<file path="config.mk">
export PLATFORM = sky130hd
export DESIGN_NAME = seq_shell_top
export DESIGN_NICKNAME = d
export VERILOG_FILES = /design/src/obi_pkg.sv /design/src/seq_pkg.sv /design/src/instr_fetch.sv /design/src/irq_merge.sv /design/src/cmd_exec.sv /design/src/data_port.sv /design/src/seq_shell_top.sv
export SDC_FILE = /design/constraint.sdc
export NUM_CORES = 1
export LEC_CHECK = 0
export BUFFER_PORTS_ARGS = -buffer_cell sky130_fd_sc_hd__buf_2
export CORE_ASPECT_RATIO = 0.7
export CORE_MARGIN = 1.5
export CORE_UTILIZATION = 55
export DETAILED_ROUTE_END_ITERATION = 10
export PLACE_DENSITY = 0.86
export REMOVE_ABC_BUFFERS = 1
export SYNTH_ARGS = -nofsm -noshare
export SYNTH_HDL_FRONTEND = slang
export SYNTH_SLANG_ARGS = --single-unit
export TNS_END_PERCENT = 100
</file>
<file path="constraint.sdc">
create_clock -name clk_i -period 6.7 [get_ports clk_i]
set_clock_uncertainty 0.05 [all_clocks]
set_input_delay 0 -clock clk_i [delete_from_list [all_inputs] [get_ports clk_i]]
set_output_delay 0 -clock clk_i [all_outputs]
set_load 0.05 [all_outputs]
</file>
<file path="src/obi_pkg.sv">
package obi_pkg;

  // --------------------------------------------------
  // bus widths, same on instruction and data side
  // --------------------------------------------------
  localparam int OBI_AW = 32;
  localparam int OBI_DW = 32;

  // master to slave, address phase fields
  typedef struct packed {
    logic              req;
    logic [OBI_AW-1:0] addr;
    logic              we;
    logic [3:0]        be;
    logic [OBI_DW-1:0] wdata;
  } obi_req_t;

  // slave to master, grant and response phase
  typedef struct packed {
    logic              gnt;
    logic              rvalid;
    logic [OBI_DW-1:0] rdata;
  } obi_rsp_t;

endpackage

</file>
<file path="src/seq_pkg.sv">
package seq_pkg;

  // --------------------------------------------------
  // command encoding
  // --------------------------------------------------
  // opcode sits in the top nibble of every command word
  // codes 7..15 are not listed and run as no-op
  typedef enum logic [3:0] {
    OP_NOP   = 4'h0,
    OP_LDI   = 4'h1,
    OP_ADDI  = 4'h2,
    OP_STORE = 4'h3,
    OP_LOAD  = 4'h4,
    OP_JUMP  = 4'h5,
    OP_IRQEN = 4'h6
  } opcode_e;

  // store and load, byte address is word_addr * 4
  typedef struct packed {
    opcode_e     opcode;
    logic [3:0]  be;
    logic [23:0] word_addr;
  } cmd_mem_t;

  // ldi, addi, jump and irq enable
  typedef struct packed {
    opcode_e     opcode;
    logic [27:0] imm;
  } cmd_imm_t;

  // one fetched word, read either way
  typedef union packed {
    cmd_mem_t mem_view;
    cmd_imm_t imm_view;
  } cmd_word_u;

  // --------------------------------------------------
  // interrupts and data requests
  // --------------------------------------------------
  localparam int IRQ_N = 16;

  typedef logic [3:0] irq_id_t;

  // start is a single cycle strobe, the rest is payload
  typedef struct packed {
    logic        start;
    logic        we;
    logic [3:0]  be;
    logic [31:0] addr;
    logic [31:0] wdata;
  } dreq_t;

endpackage

</file>
<file path="src/instr_fetch.sv">
module instr_fetch
  import obi_pkg::*;
  import seq_pkg::*;
#(
  parameter logic [31:0] BOOT_ADDR = 32'h0000_0800
) (
  input  logic      clk_i,
  input  logic      rst_i,
  input  logic      fetch_go_i,
  input  logic [31:0] fetch_pc_i,
  output obi_req_t  instr_req_o,
  input  obi_rsp_t  instr_rsp_i,
  output logic      cmd_valid_o,
  output cmd_word_u cmd_word_o
);

  typedef enum logic [1:0] {IF_IDLE, IF_ADDR, IF_WAIT} if_state_e;

  if_state_e   state_q;
  // boot fetch is pending until the first idle cycle after reset
  logic        boot_q;
  logic        start;
  logic [31:0] addr_q;
  cmd_word_u   word_q;
  logic        valid_q;

  assign start = boot_q | fetch_go_i;

  // --------------------------------------------------
  // fetch fsm
  // --------------------------------------------------
  always_ff @(posedge clk_i) begin
    if (rst_i) begin
      state_q <= IF_IDLE;
      boot_q  <= 1'b1;
      valid_q <= 1'b0;
    end else begin
      valid_q <= 1'b0;
      case (state_q)
        IF_IDLE: begin
          if (start) begin
            state_q <= IF_ADDR;
            boot_q  <= 1'b0;
          end
        end
        // hold the request through any number of stalls
        IF_ADDR: begin
          if (instr_rsp_i.gnt) begin
            state_q <= IF_WAIT;
          end
        end
        IF_WAIT: begin
          if (instr_rsp_i.rvalid) begin
            valid_q <= 1'b1;
            state_q <= IF_IDLE;
          end
        end
        default: state_q <= IF_IDLE;
      endcase
    end
  end

  // address and returned word
  always_ff @(posedge clk_i) begin
    if (state_q == IF_IDLE && start) begin
      addr_q <= boot_q ? BOOT_ADDR : fetch_pc_i;
    end
    if (state_q == IF_WAIT && instr_rsp_i.rvalid) begin
      word_q <= instr_rsp_i.rdata;
    end
  end

  // read-only port, full word every time
  always_comb begin
    instr_req_o.req   = (state_q == IF_ADDR);
    instr_req_o.addr  = addr_q;
    instr_req_o.we    = 1'b0;
    instr_req_o.be    = 4'hf;
    instr_req_o.wdata = '0;
  end

  assign cmd_valid_o = valid_q;
  assign cmd_word_o  = word_q;

endmodule

</file>
<file path="src/irq_merge.sv">
module irq_merge
  import seq_pkg::*;
(
  input  logic             clk_i,
  input  logic             rst_i,
  input  logic [IRQ_N-1:0] irq_ext_i,
  input  logic [IRQ_N-1:0] irq_sys_i,
  input  logic             mask_wr_i,
  input  logic [IRQ_N-1:0] mask_i,
  input  logic             irq_ack_i,
  output logic             irq_pending_o,
  output irq_id_t          irq_id_o
);

  logic [IRQ_N-1:0] mask_q;
  logic [IRQ_N-1:0] masked;
  irq_id_t          top_id;
  irq_id_t          id_q;
  logic             pend_q;
  logic             ack_q;

  // both sources share one line numbering
  assign masked = (irq_ext_i | irq_sys_i) & mask_q;

  // priority pick, higher index wins
  always_comb begin
    top_id = '0;
    for (int i = 0; i < IRQ_N; i++) begin
      if (masked[i]) begin
        top_id = irq_id_t'(i);
      end
    end
  end

  always_ff @(posedge clk_i) begin
    if (rst_i) begin
      mask_q <= '0;
      pend_q <= 1'b0;
      ack_q  <= 1'b0;
    end else begin
      if (mask_wr_i) begin
        mask_q <= mask_i;
      end
      pend_q <= |masked;
      ack_q  <= irq_ack_i;
    end
  end

  always_ff @(posedge clk_i) begin
    id_q <= top_id;
  end

  // quiet for the ack cycle and one more, the source drops its line meanwhile
  assign irq_pending_o = pend_q & ~irq_ack_i & ~ack_q;
  assign irq_id_o      = id_q;

endmodule

</file>
<file path="src/cmd_exec.sv">
module cmd_exec
  import seq_pkg::*;
#(
  parameter logic [31:0] BOOT_ADDR    = 32'h0000_0800,
  parameter logic [31:0] IRQ_VEC_BASE = 32'h0000_0100
) (
  input  logic             clk_i,
  input  logic             rst_i,
  input  logic             cmd_valid_i,
  input  cmd_word_u        cmd_word_i,
  output logic             fetch_go_o,
  output logic [31:0]      fetch_pc_o,
  output dreq_t            dreq_o,
  input  logic             dresp_valid_i,
  input  logic [31:0]      dresp_rdata_i,
  input  logic             irq_pending_i,
  input  irq_id_t          irq_id_i,
  output logic             mask_wr_o,
  output logic [IRQ_N-1:0] mask_o,
  output logic             irq_ack_o,
  output irq_id_t          irq_id_o
);

  typedef enum logic {EX_IDLE, EX_DATA} ex_state_e;

  ex_state_e        state_q;
  opcode_e          opcode;
  logic [31:0]      pc_q;
  logic [31:0]      acc_q;
  logic [31:0]      imm_ext;
  logic [31:0]      end_pc;
  logic [31:0]      vec_pc;
  logic             is_mem;
  logic             end_now;
  logic             take_irq;
  logic             fetch_go_q;
  logic             irq_ack_q;
  irq_id_t          irq_id_q;
  logic             mask_wr_q;
  logic [IRQ_N-1:0] mask_q;
  // data request, strobe and payload
  logic             dstart_q;
  logic             dwe_q;
  logic [3:0]       dbe_q;
  logic [31:0]      daddr_q;
  logic [31:0]      dwdata_q;

  // --------------------------------------------------
  // decode
  // --------------------------------------------------
  // opcode nibble is common to both views
  assign opcode  = cmd_word_i.imm_view.opcode;
  assign imm_ext = {4'd0, cmd_word_i.imm_view.imm};
  assign is_mem  = (opcode == OP_STORE) || (opcode == OP_LOAD);
  assign vec_pc  = IRQ_VEC_BASE + {26'd0, irq_id_i, 2'b00};

  // command ends now: plain ones on cmd_valid, bus ones on the response
  assign end_now = (state_q == EX_IDLE && cmd_valid_i && !is_mem) ||
                   (state_q == EX_DATA && dresp_valid_i);
  assign take_irq = end_now && irq_pending_i;

  // pc is held during a data transaction, so pc+4 still applies there
  always_comb begin
    end_pc = pc_q + 32'd4;
    if (state_q == EX_IDLE && opcode == OP_JUMP) begin
      end_pc = {2'b00, cmd_word_i.imm_view.imm, 2'b00};
    end
  end

  // --------------------------------------------------
  // control and architectural state
  // --------------------------------------------------
  always_ff @(posedge clk_i) begin
    if (rst_i) begin
      state_q    <= EX_IDLE;
      pc_q       <= BOOT_ADDR;
      acc_q      <= '0;
      fetch_go_q <= 1'b0;
      irq_ack_q  <= 1'b0;
      dstart_q   <= 1'b0;
      mask_wr_q  <= 1'b0;
    end else begin
      fetch_go_q <= end_now;
      irq_ack_q  <= take_irq;
      dstart_q   <= 1'b0;
      mask_wr_q  <= 1'b0;
      if (end_now) begin
        // interrupt redirect beats the normal next pc
        pc_q    <= take_irq ? vec_pc : end_pc;
        state_q <= EX_IDLE;
      end
      if (state_q == EX_IDLE && cmd_valid_i) begin
        case (opcode)
          OP_LDI:   acc_q <= imm_ext;
          OP_ADDI:  acc_q <= acc_q + imm_ext;
          OP_STORE,
          OP_LOAD: begin
            dstart_q <= 1'b1;
            state_q  <= EX_DATA;
          end
          OP_IRQEN: mask_wr_q <= 1'b1;
          default: ;
        endcase
      end
      // load result replaces acc
      if (state_q == EX_DATA && dresp_valid_i && !dwe_q) begin
        acc_q <= dresp_rdata_i;
      end
    end
  end

  // payload captured alongside the strobes above
  always_ff @(posedge clk_i) begin
    if (take_irq) begin
      irq_id_q <= irq_id_i;
    end
    if (state_q == EX_IDLE && cmd_valid_i) begin
      if (is_mem) begin
        dwe_q    <= (opcode == OP_STORE);
        dbe_q    <= cmd_word_i.mem_view.be;
        daddr_q  <= {6'd0, cmd_word_i.mem_view.word_addr, 2'b00};
        dwdata_q <= acc_q;
      end
      if (opcode == OP_IRQEN) begin
        mask_q <= cmd_word_i.imm_view.imm[IRQ_N-1:0];
      end
    end
  end

  always_comb begin
    dreq_o.start = dstart_q;
    dreq_o.we    = dwe_q;
    dreq_o.be    = dbe_q;
    dreq_o.addr  = daddr_q;
    dreq_o.wdata = dwdata_q;
  end

  // pc_q already holds the target once fetch_go is up
  assign fetch_go_o = fetch_go_q;
  assign fetch_pc_o = pc_q;
  assign mask_wr_o  = mask_wr_q;
  assign mask_o     = mask_q;
  assign irq_ack_o  = irq_ack_q;
  assign irq_id_o   = irq_id_q;

endmodule

</file>
<file path="src/data_port.sv">
module data_port
  import obi_pkg::*;
  import seq_pkg::*;
(
  input  logic        clk_i,
  input  logic        rst_i,
  input  dreq_t       dreq_i,
  output obi_req_t    data_req_o,
  input  obi_rsp_t    data_rsp_i,
  output logic        dresp_valid_o,
  output logic [31:0] dresp_rdata_o
);

  typedef enum logic [1:0] {DP_IDLE, DP_ADDR, DP_WAIT} dp_state_e;

  dp_state_e   state_q;
  dreq_t       req_q;
  logic        valid_q;
  logic [31:0] rdata_q;

  // --------------------------------------------------
  // one transaction at a time
  // --------------------------------------------------
  always_ff @(posedge clk_i) begin
    if (rst_i) begin
      state_q <= DP_IDLE;
      valid_q <= 1'b0;
    end else begin
      valid_q <= 1'b0;
      case (state_q)
        DP_IDLE: if (dreq_i.start) state_q <= DP_ADDR;
        DP_ADDR: if (data_rsp_i.gnt) state_q <= DP_WAIT;
        DP_WAIT: begin
          // writes also end on rvalid, data is ignored then
          if (data_rsp_i.rvalid) begin
            valid_q <= 1'b1;
            state_q <= DP_IDLE;
          end
        end
        default: state_q <= DP_IDLE;
      endcase
    end
  end

  always_ff @(posedge clk_i) begin
    if (state_q == DP_IDLE && dreq_i.start) begin
      req_q <= dreq_i;
    end
    if (state_q == DP_WAIT && data_rsp_i.rvalid) begin
      rdata_q <= data_rsp_i.rdata;
    end
  end

  // latched fields stay put until the grant
  always_comb begin
    data_req_o.req   = (state_q == DP_ADDR);
    data_req_o.addr  = req_q.addr;
    data_req_o.we    = req_q.we;
    data_req_o.be    = req_q.be;
    data_req_o.wdata = req_q.wdata;
  end

  assign dresp_valid_o = valid_q;
  assign dresp_rdata_o = rdata_q;

endmodule

</file>
<file path="src/seq_shell_top.sv">
module seq_shell_top
  import obi_pkg::*;
  import seq_pkg::*;
#(
  parameter logic [31:0] BOOT_ADDR    = 32'h0000_0800,
  parameter logic [31:0] IRQ_VEC_BASE = 32'h0000_0100
) (
  input  logic             clk_i,
  input  logic             rst_i,
  output obi_req_t         instr_req_o,
  input  obi_rsp_t         instr_rsp_i,
  output obi_req_t         data_req_o,
  input  obi_rsp_t         data_rsp_i,
  input  logic [IRQ_N-1:0] irq_ext_i,
  input  logic [IRQ_N-1:0] irq_sys_i,
  output logic             irq_ack_o,
  output irq_id_t          irq_id_o
);

  logic             cmd_valid;
  cmd_word_u        cmd_word;
  logic             fetch_go;
  logic [31:0]      fetch_pc;
  dreq_t            dreq;
  logic             dresp_valid;
  logic [31:0]      dresp_rdata;
  logic             irq_pending;
  irq_id_t          irq_id;
  logic             mask_wr;
  logic [IRQ_N-1:0] mask;
  logic             irq_ack;

  // --------------------------------------------------
  // input side: command fetch and interrupt merge
  // --------------------------------------------------
  instr_fetch #(
    .BOOT_ADDR (BOOT_ADDR)
  ) i_instr_fetch (
    .clk_i       (clk_i),
    .rst_i       (rst_i),
    .fetch_go_i  (fetch_go),
    .fetch_pc_i  (fetch_pc),
    .instr_req_o (instr_req_o),
    .instr_rsp_i (instr_rsp_i),
    .cmd_valid_o (cmd_valid),
    .cmd_word_o  (cmd_word)
  );

  irq_merge i_irq_merge (
    .clk_i         (clk_i),
    .rst_i         (rst_i),
    .irq_ext_i     (irq_ext_i),
    .irq_sys_i     (irq_sys_i),
    .mask_wr_i     (mask_wr),
    .mask_i        (mask),
    .irq_ack_i     (irq_ack),
    .irq_pending_o (irq_pending),
    .irq_id_o      (irq_id)
  );

  // execute stage, owns pc and acc
  cmd_exec #(
    .BOOT_ADDR    (BOOT_ADDR),
    .IRQ_VEC_BASE (IRQ_VEC_BASE)
  ) i_cmd_exec (
    .clk_i         (clk_i),
    .rst_i         (rst_i),
    .cmd_valid_i   (cmd_valid),
    .cmd_word_i    (cmd_word),
    .fetch_go_o    (fetch_go),
    .fetch_pc_o    (fetch_pc),
    .dreq_o        (dreq),
    .dresp_valid_i (dresp_valid),
    .dresp_rdata_i (dresp_rdata),
    .irq_pending_i (irq_pending),
    .irq_id_i      (irq_id),
    .mask_wr_o     (mask_wr),
    .mask_o        (mask),
    .irq_ack_o     (irq_ack),
    .irq_id_o      (irq_id_o)
  );

  // output side: data bus master
  data_port i_data_port (
    .clk_i         (clk_i),
    .rst_i         (rst_i),
    .dreq_i        (dreq),
    .data_req_o    (data_req_o),
    .data_rsp_i    (data_rsp_i),
    .dresp_valid_o (dresp_valid),
    .dresp_rdata_o (dresp_rdata)
  );

  assign irq_ack_o = irq_ack;

endmodule

</file>
==> flow_metrics.env <==
export IMPL_status="finished clean"
export IMPL_maxCapViolations=0
export IMPL_ctsHoldBuffers=88
export IMPL_ys_flop_type="edfxtp_1"
export IMPL_cts_made_buffers=29
export IMPL_nets=1563
export IMPL_pwr_share_seq_pct=54.1
export IMPL_first_pass_iters=6
export IMPL_drc_errors=0
export IMPL_cp_arrival_ps=3780
export IMPL_vias=10500
export IMPL_stdcell_area_um2=16900
export IMPL_startpoint="i_irq_merge.mask_q[15]$_SDFFE_PP0P_"
export IMPL_synth_top_area_share_pct=50.8
export IMPL_synth_most_common_cell="edfxtp_1"
export IMPL_worstPathRequired_ps=7090
export IMPL_postSynthCellCount=1147
export IMPL_min_period_ps=3390
export IMPL_drtIter0Drc=1319
export IMPL_port_buffers=199
export IMPL_grt_pass1_vias=10000
export IMPL_clock_path_buffers=3
export IMPL_layout_setup_ws_ps=3310
export IMPL_crit_top_cell="dlygate4sd3_1"
export IMPL_rows=48
export IMPL_whs_endpoint="i_data_port.dresp_rdata_o[18]$_DFFE_PP_"
export IMPL_cts_setup_buffers=0
export IMPL_synthArstFlopShare_pct=0
export IMPL_hold_class="in2reg"
export IMPL_grt_pass1_wl_um=55600
export IMPL_cp_end_kind="register"
export IMPL_ir_worst_vdd_mv=0.214
export IMPL_clkPwrFrac_pct=39.4
export IMPL_syn_area_um2=13900
export IMPL_antenna_cells=0
export IMPL_min_delay_start="data_rsp_i[18]"
export IMPL_maxSlewHeadroom_pct=33.3
export IMPL_fmax_ghz=0.295
export IMPL_start_kind="register"
export IMPL_root_buffer="clkbuf_16"
export IMPL_max_slew_worst_pin_slew_ps=998
export IMPL_slew_violations=0
export IMPL_top_level_ports=247
export IMPL_synth_warning_count=0
export IMPL_cts_sinks=332
export IMPL_grt_max_degree=52
export IMPL_finalHoldViolations=0
export IMPL_holdPathStages=2
export IMPL_p_sw_share_pct=23.0
export IMPL_finalWeightedCongestion=0.917
export IMPL_synthTopCellsByArea="edfxtp_1, dfxtp_1, nor2_1"
export IMPL_cts_max_level=1
export IMPL_grt_antenna_before_repair=1
export IMPL_slowest_delay_ps=610
export IMPL_ys_seq_area_share_pct=64.6
export IMPL_synth_common_cells="edfxtp_1, nor2_1, dfxtp_1"
export IMPL_dp_slack_ps=3550
export IMPL_start_util_pct=56.3
export IMPL_via_per_inst=5.89
export IMPL_crit_chain="o21ai_0 -> dlygate4sd3_1 -> and2_1 -> nand3_1 -> dlygate4sd3_1 -> or2_2 -> o41a_1 -> dlygate4sd3_1"
export IMPL_synth_top_area_cell="edfxtp_1"
export IMPL_rsz0062_at_grt="false"
export IMPL_reg2reg_to="i_irq_merge.pend_q$_SDFF_PP0_"
export IMPL_synth_edf_count=236
export IMPL_die_x_um=193
export IMPL_die_area_um2=26300
export IMPL_fin_crit_sh_pct=50.6
export IMPL_critPathKind="reg2reg"
export IMPL_ys_ff_latch=332
export IMPL_fin_util_pct=68.3
export IMPL_cts_tree="yes"
export IMPL_yosysUniqueCellTypes=63
export IMPL_path_max_fanout=3
export IMPL_wl_um=36600
export IMPL_final_layout_size_suffix_gt1_share_pct=18.9
export IMPL_clkLatencyLatePin_ps=560
export IMPL_place_area_um2=15100
export IMPL_dieHeight_um=136
export IMPL_dp_hpwl_um=24100
export IMPL_synth_avg_cell_area_um2=12.2
export IMPL_synthToLayoutAreaGrowth_pct=21.2
export IMPL_crit_slowest_cell="dlygate4sd3_1"
export IMPL_overflow=0
export IMPL_r2r_slack_ps=3310
export IMPL_finalSetupViolCount=0
export IMPL_r2r_start="i_irq_merge.mask_q[15]$_SDFFE_PP0P_"
export IMPL_tns_ps=0
export IMPL_drtAntennaViolNets=0
export IMPL_clk_pin_slew_worst_paths_ps=70
export IMPL_pwr_share_comb_pct=6.5
export IMPL_routedWlPerCell_um=20.6
export IMPL_total_power_mw=4.12
export IMPL_powerDensity_nw_per_um2=244
export IMPL_p_int_mw=3.18
export IMPL_grt_total_usage_pct=27.1
export IMPL_p_sw_mw=0.948
export IMPL_p_leak_nw=6.38
export IMPL_core_area_um2=24700
export IMPL_worst_r2r_cell_count=8
export IMPL_cts_resized_gates=0
## cell type report
cell class	count	area, um^2
clock buffer	37	766
clock inverter	17	149
fill	1713	7850
inverter	14	52.6
multi-input combinational	752	4520
sequential	332	9010
tap	325	407
timing repair buffer	302	1990
## metrics by stage
step / hold slack [ps] / cells
after floorplan: 19.1 / 1098
after global placement: 128 / 1637
after detailed placement: 128 / 1637
after CTS: 79.2 / 1779
after global routing: 93.8 / 1779
final: 103 / 1779
## routing by layer
metal	global-route usage, %	vias up	routed length, um	part of all wire, %
met5	0	-	0	0
met4	7.97	0	873	2.4
met3	4.52	69	3160	8.6
met2	43.0	603	16900	46
met1	38.7	5057	15700	43
li1	-	4745	-	-
## worst max path at each step
stage                                          end  slack (ps)  cells past startpoint
6_report             i_irq_merge.pend_q$_SDFF_PP0_        3310                      8
5_1_grt              i_irq_merge.pend_q$_SDFF_PP0_        3160                      8
4_1_cts              i_irq_merge.pend_q$_SDFF_PP0_        3380                      8
3_5_place_dp     i_cmd_exec.acc_q[16]$_SDFFE_PP0P_        3550                      7
3_3_place_gp     i_cmd_exec.acc_q[16]$_SDFFE_PP0P_        3630                      7
2_1_floorplan  i_data_port.data_req_o[0]$_DFFE_PP_        1240                      1
## logic make-up after synthesis
family | count (synthesis) | share of synthesized area (%)
simple gates | 346 | 11.9
flops | 332 | 64.6
compound gates | 285 | 13.4
buf+inv | 108 | 4.34
fa+ha+maj | 30 | 2.75
xor+xnor | 28 | 1.76
mux | 16 | 1.15
other cells | 2 | 0.0539
## power groups by stage
| stage | combinational (mW) | sequential, mW | clock (mW) |
|---|---|---|---|
| finish | 0.269 | 2.23 | 1.63 |
| global route | 0.282 | 2.23 | 1.71 |
| CTS | 0.266 | 2.23 | 1.63 |
| detailed placement | 0.232 | 2.28 | 0 |
| global placement | 0.230 | 2.27 | 0 |
| floorplan | 0.0943 | 2.34 | 0 |
## critical path, delay by kind of cell (launching register included)
family | cells | cell delay [ps]
and+or+nand+nor | 3 | 610
AOI/OAI and AO/OA | 2 | 500
buffers and inverters | 3 | 1790
DFF | 1 | 330
## cell usage in the layout (no fill, tap or decap), types with 15 or more instances in the layout
cell | netlist | final
o211ai_1 | 17 | 17
a22oi_1 | 16 | 16
mux2i_1 | 16 | 16
a21oi_1 | 72 | 72
dlygate4sd3_1 | 0 | 88
nor2_1 | 104 | 104
o21ai_0 | 65 | 64
ha_1 | 29 | 29
and3_1 | 15 | 15
nor3_1 | 18 | 15
edfxtp_1 | 236 | 236
clkbuf_16 | 0 | 29
xnor2_1 | 16 | 16
nand3_1 | 22 | 22
dfxtp_1 | 96 | 96
conb_1 | 2 | 47
a21o_1 | 19 | 19
buf_4 | 50 | 15
buf_2 | 4 | 199
nand2_1 | 88 | 88
nor2b_1 | 38 | 38
## flip-flops by register name (all words and copies together), names as in the netlist, 2 cells and up
| signal | flops |
|---|---|
| i_data_port.state_q | 2 |
| i_instr_fetch.state_q | 2 |
| i_data_port.dresp_rdata_o | 32 |
| i_irq_merge.irq_id_o | 4 |
| i_data_port.data_req_o | 61 |
| i_cmd_exec.irq_id_o | 4 |
| i_instr_fetch.cmd_word_o | 32 |
| i_cmd_exec.dwdata_q | 32 |
| i_cmd_exec.acc_q | 32 |
| i_irq_merge.mask_q | 16 |
| i_cmd_exec.fetch_pc_o | 30 |
| i_instr_fetch.addr_q | 30 |
| i_cmd_exec.mask_o | 16 |
| i_cmd_exec.dbe_q | 4 |
| i_cmd_exec.daddr_q | 24 |
No activity file was read; power rests on OpenSTA's default activity.
